===== config.mk =====
export PLATFORM = sky130hd
export DESIGN_NAME = scope_bus_port
export DESIGN_NICKNAME = d
export VERILOG_FILES = /design/src/rtl/scope_pkg.sv /design/src/rtl/scope_bus_port.sv
export SDC_FILE = /design/constraint.sdc
export NUM_CORES = 1
export LEC_CHECK = 0
export BUFFER_PORTS_ARGS = -buffer_cell sky130_fd_sc_hd__buf_2
export CAP_MARGIN = 5
export CORE_AREA = 2 2 154 156
export DETAILED_ROUTE_END_ITERATION = 12
export DIE_AREA = 0 0 156 158
export PLACE_DENSITY = 0.48
export SLEW_MARGIN = 25
export SYNTH_ARGS = -nofsm -noshare
export SYNTH_HDL_FRONTEND = slang
export SYNTH_SLANG_ARGS = --single-unit
export TNS_END_PERCENT = 10

===== constraint.sdc =====
create_clock -name clk -period 3.1 [get_ports clk]
set_input_delay 0.155 -clock clk [delete_from_list [all_inputs] [get_ports clk]]
set_output_delay 0.155 -clock clk [all_outputs]
set_load 0.01 [all_outputs]

===== src/rtl/scope_pkg.sv =====
package scope_pkg;

	localparam int scope_busw = 64;

	typedef enum logic [2:0] {
		cmd_get_valid,
		cmd_get_data,
		cmd_get_width,
		cmd_get_depth,
		cmd_set_delay,
		cmd_set_duration,
		cmd_reserved1,
		cmd_reserved2
	} scope_cmd_e;

	typedef enum logic [1:0] {
		get_valid,
		get_data,
		get_width,
		get_depth
	} scope_get_e;

	typedef struct packed {
		logic [58:0] arg;
		logic chan;          // 0 is core, 1 is memory.
		scope_cmd_e code;
		logic spare;
	} scope_cmd_t;

	typedef struct packed {
		logic set_delay;
		logic set_duration;
		logic [31:0] value;
		logic rd_next;
	} scope_ctrl_t;

	typedef struct packed {
		logic data_valid;
		logic [31:0] depth;  // Programmed sample count.
		logic [scope_busw-1:0] rd_word;
	} scope_status_t;

	typedef struct packed {
		logic [31:0] pc;
		logic [3:0] warp_id;
		logic stall;
		logic issue;
		logic [1:0] stage;
	} probe_core_t;

	typedef struct packed {
		logic [31:0] addr;
		logic [63:0] wdata;
		logic rw;
		logic req_valid;
		logic [1:0] tag;
	} probe_mem_t;

endpackage

===== src/rtl/scope_bus_port.sv =====
module scope_bus_port #(
	parameter int CORE_WIDTH = 40,
	parameter int MEM_WIDTH = 100
) (
	input logic clk,
	input logic reset,
	input scope_pkg::scope_cmd_t bus_in,
	input logic bus_write,
	input logic bus_read,
	output logic [scope_pkg::scope_busw-1:0] bus_out,
	output scope_pkg::scope_ctrl_t core_ctrl,
	output scope_pkg::scope_ctrl_t mem_ctrl,
	input scope_pkg::scope_status_t core_status,
	input scope_pkg::scope_status_t mem_status
);
	import scope_pkg::*;

	scope_get_e sel;
	logic sel_chan;
	logic is_get;
	logic set_delay;
	logic set_duration;
	logic rd_data;
	scope_status_t st;
	logic [31:0] chan_width;

	// Command decode.
	always_comb begin
		is_get = 1'b0;
		set_delay = 1'b0;
		set_duration = 1'b0;
		if (bus_write) begin
			case (bus_in.code)
				cmd_get_valid,
				cmd_get_data,
				cmd_get_width,
				cmd_get_depth: is_get = 1'b1;
				cmd_set_delay: set_delay = 1'b1;
				cmd_set_duration: set_duration = 1'b1;
				default: ;                           // Reserved codes are ignored.
			endcase
		end
	end

	// Read select and channel hold until the next get.
	always_ff @(posedge clk) begin
		if (reset) begin
			sel <= get_valid;
			sel_chan <= 1'b0;
		end else if (is_get) begin
			sel <= scope_get_e'(bus_in.code[1:0]);  // Get codes map onto read selects.
			sel_chan <= bus_in.chan;
		end
	end

	assign rd_data = bus_read && (sel == get_data);

	assign core_ctrl = '{
		set_delay: set_delay && !bus_in.chan,
		set_duration: set_duration && !bus_in.chan,
		value: bus_in.arg[31:0],
		rd_next: rd_data && !sel_chan
	};

	assign mem_ctrl = '{
		set_delay: set_delay && bus_in.chan,
		set_duration: set_duration && bus_in.chan,
		value: bus_in.arg[31:0],
		rd_next: rd_data && sel_chan
	};

	// Read data from the latched selection.
	always_comb begin
		st = sel_chan ? mem_status : core_status;
		chan_width = sel_chan ? 32'(MEM_WIDTH) : 32'(CORE_WIDTH);
		case (sel)
			get_valid: bus_out = scope_busw'(st.data_valid);
			get_data: bus_out = st.rd_word;
			get_width: bus_out = scope_busw'(chan_width);
			default: bus_out = scope_busw'(st.depth);
		endcase
	end

endmodule


==> impl_results.md <==
- Status: finished, final reports clean
- Met2 Usage GRT: 12.0%
- Fraction of layout cells with a size suffix above 1: between 60 and 70%
- Die height: approximately 160 um
- Post-synth EDFFs: 0
- Cell Area, Synth: between 2000 and 2500 sq um
- Min Tclk post-route: 2.17 ns
- Hold Path Class: in -> reg
- Clock Latency Late Sink: 0.22 ns
- Transition time at the pin with the least slew margin: 0.688 ns
- CTS Buffer Depth: 2
- Post-Syn Area per Cell: 8.93 sq um
- WP data required: 2.94 ns
- Post-Layout Cell Count: 734
- Layout area overhead: 56.2%
- Cell Pwr Density: 172 nW/um^2
- Top cells by area, synth: mux4_2 28%, buf_4 22%, mux2i_1 19%
- Most frequent cells after synthesis: 64 x buf_4, 42 x mux2i_1, 38 x nor2_1
- Kind of critical path: reg -> out
- Clk sink count: 3
- Synth Flop Type: dfxtp_1
- Fmax: 460 MHz
- Setup TNS Final: 0 ns
- Maximum vdd drop: 0.000159 V
- Placed insts: 730
- Max Cap Viol: 0
- Setup violators final: 0
- Via density: 3.39
- Critical Path End Type: primary output
- Ys async rst share: 0%
- Finished Core Util: 14.9%
- Clock transition at path regs: around 0.030 ns
- Via count: 2486
- GR Layer Usage met3: about 2.3%
- Placed inst area: 3370 sq um
- H-tree levels: 1
- Final wirelength: ~9500 um
- Final #Nets: 707
- DR WL/cell: 12.9 um
- First-pass GRT wire length: 13000 um
- Share of the clock period used by the worst path: 70.1%
- DIE AREA: 24600 sq um
- CP Data Arrival Time: 2.02 ns
- CTS resizes: 0
- Register-to-register setup slack: 1.94 ns
- Clk_skew: 0 ns
- GR peak layer: met2
- Hold buffer count at CTS: 0
- CTS Root Cell: clkbuf_16
- Setup Fix Bufs, Post-CTS: 0
- FF+latch count, synth: 3
- Final instance area: 3440 sq um
- Drt first-iter violations: between 80 and 90
- GRT Util Overall: 6.85%
- Synth unique cells: 27
- Clock buffer count from CTS: 3
- Post-route ant nets: 0
- CTS tree: done
- Core Footprint: 23100 sq um
- HPWL after DPL: 8050 um
- Drt first pass iters: 4
- Syn_nets: 509
- Tot Pwr: 592 uW
- Number of global-route vias before repair: 2438
- Placer Congestion: 0.733
- Number of remaining DRC errors: 0
- RSZ-0062 raised after global routing: no
- Row count: 56
- Congestion Overflow GR: 0
- # diodes: 0
- Yosys top cell by area: mux4_2
- Initial antenna violation count: 0
- Pins Over Slew Limit: 0
- Max FO, Critical Path: 19
- M1 GR Usage: ~7.5%
- Top-area cell type share of the netlist area: about 28%
- DIE WIDTH: 156 um
- Leakage: 1.71 nW
- Port bufs: 271
- Pin count of the biggest net entering global routing: 38
- Slew margin rel.: 54.1%
- CP startpoint kind: flip-flop
- Register area share after synthesis: 2.72%
- Initial Util: 9.56%
- Post-synthesis cell count: 247
- Yosys warnings: 0
- Most common cell in the netlist: buf_4
- # IOs: 396
- Hold Vio Cnt, Final: 0
==> cells in the final DEF, fill, tap and decap left out, types with 2 or more instances in the layout <==
cell type and count:
and2_1 27, mux4_2 27, buf_2 271, nor4_1 2
clkbuf_16 3, nand3_1 2, nand2b_1 5, mux2i_1 42
buf_12 2, nand2_1 3, buf_4 4, a21oi_1 2
o221ai_1 2, nor2_1 38
==> final cells by class <==
| class | instances | area (sq um) |
|---|---|---|
| tap | 290 | 363 |
| sequential | 3 | 65.1 |
| inverter | 1 | 3.75 |
| multi-input combinational | 159 | 1510 |
| clock buffer | 4 | 78.8 |
| timing repair buffer | 277 | 1430 |
| fill | 2623 | 19600 |
==> state kept, by name, indices dropped and copies added, names as in the netlist <==
signal	cells
sel	2
sel_chan	1
==> worst paths after layout <==
| path | from | to | depth (start not counted) |
|---|---|---|---|
| min | reset | sel_chan$_SDFFE_PP0P_ | 2 |
| max reg2reg | sel[1]$_SDFFE_PP0P_ | sel[1]$_SDFFE_PP0P_ | 3 |
| max | sel_chan$_SDFFE_PP0P_ | bus_out[21] | 4 |
| min reg2reg | sel[0]$_SDFFE_PP0P_ | sel[0]$_SDFFE_PP0P_ | 3 |
==> through the flow <==
step | setup slack (ns) | hold slack [ns]
floorplan | 1.71 | 0.227
global placement | 1.12 | 0.310
detailed placement | 1.10 | 0.310
CTS | 0.866 | 0.116
global route | 0.794 | 0.127
finish | 0.926 | 0.117
==> layer usage <==
| metal | up-vias | part of all wire [%] |
|---|---|---|
| li1 | 1210 | - |
| met4 | 0 | 3.0 |
| met2 | 143 | 48 |
| met5 | - | 0 |
| met3 | 36 | 11 |
| met1 | 1097 | 38 |
==> critical path, cell delays in order, from the launching register on <==
cell	delay [ns]
dfxtp_4	0.57
buf_4	0.38
mux4_2	0.53
and2_1	0.16
buf_2	0.13
==> cells by family (layout without fill, tap and decap cells) <==
| kind of cell | after synthesis | in the layout | share of synthesized area [%] |
|---|---|---|---|
| DFF | 3 | 3 | 2.72 |
| AOI/OAI and AO/OA | 8 | 8 | 2.67 |
| muxes | 70 | 70 | 47.2 |
| and+or+nand+nor | 81 | 81 | 18.6 |
| buffers and inverters | 85 | 282 | 28.9 |
==> report_power, final <==
group,switching (mW),internal [mW],total (mW)
sequential,0.00842,0.0406,0.0490
clock,0.0354,0.170,0.205
combinational,0.134,0.204,0.337
total,0.177,0.414,0.592
No activity file was read; power rests on OpenSTA's default activity.
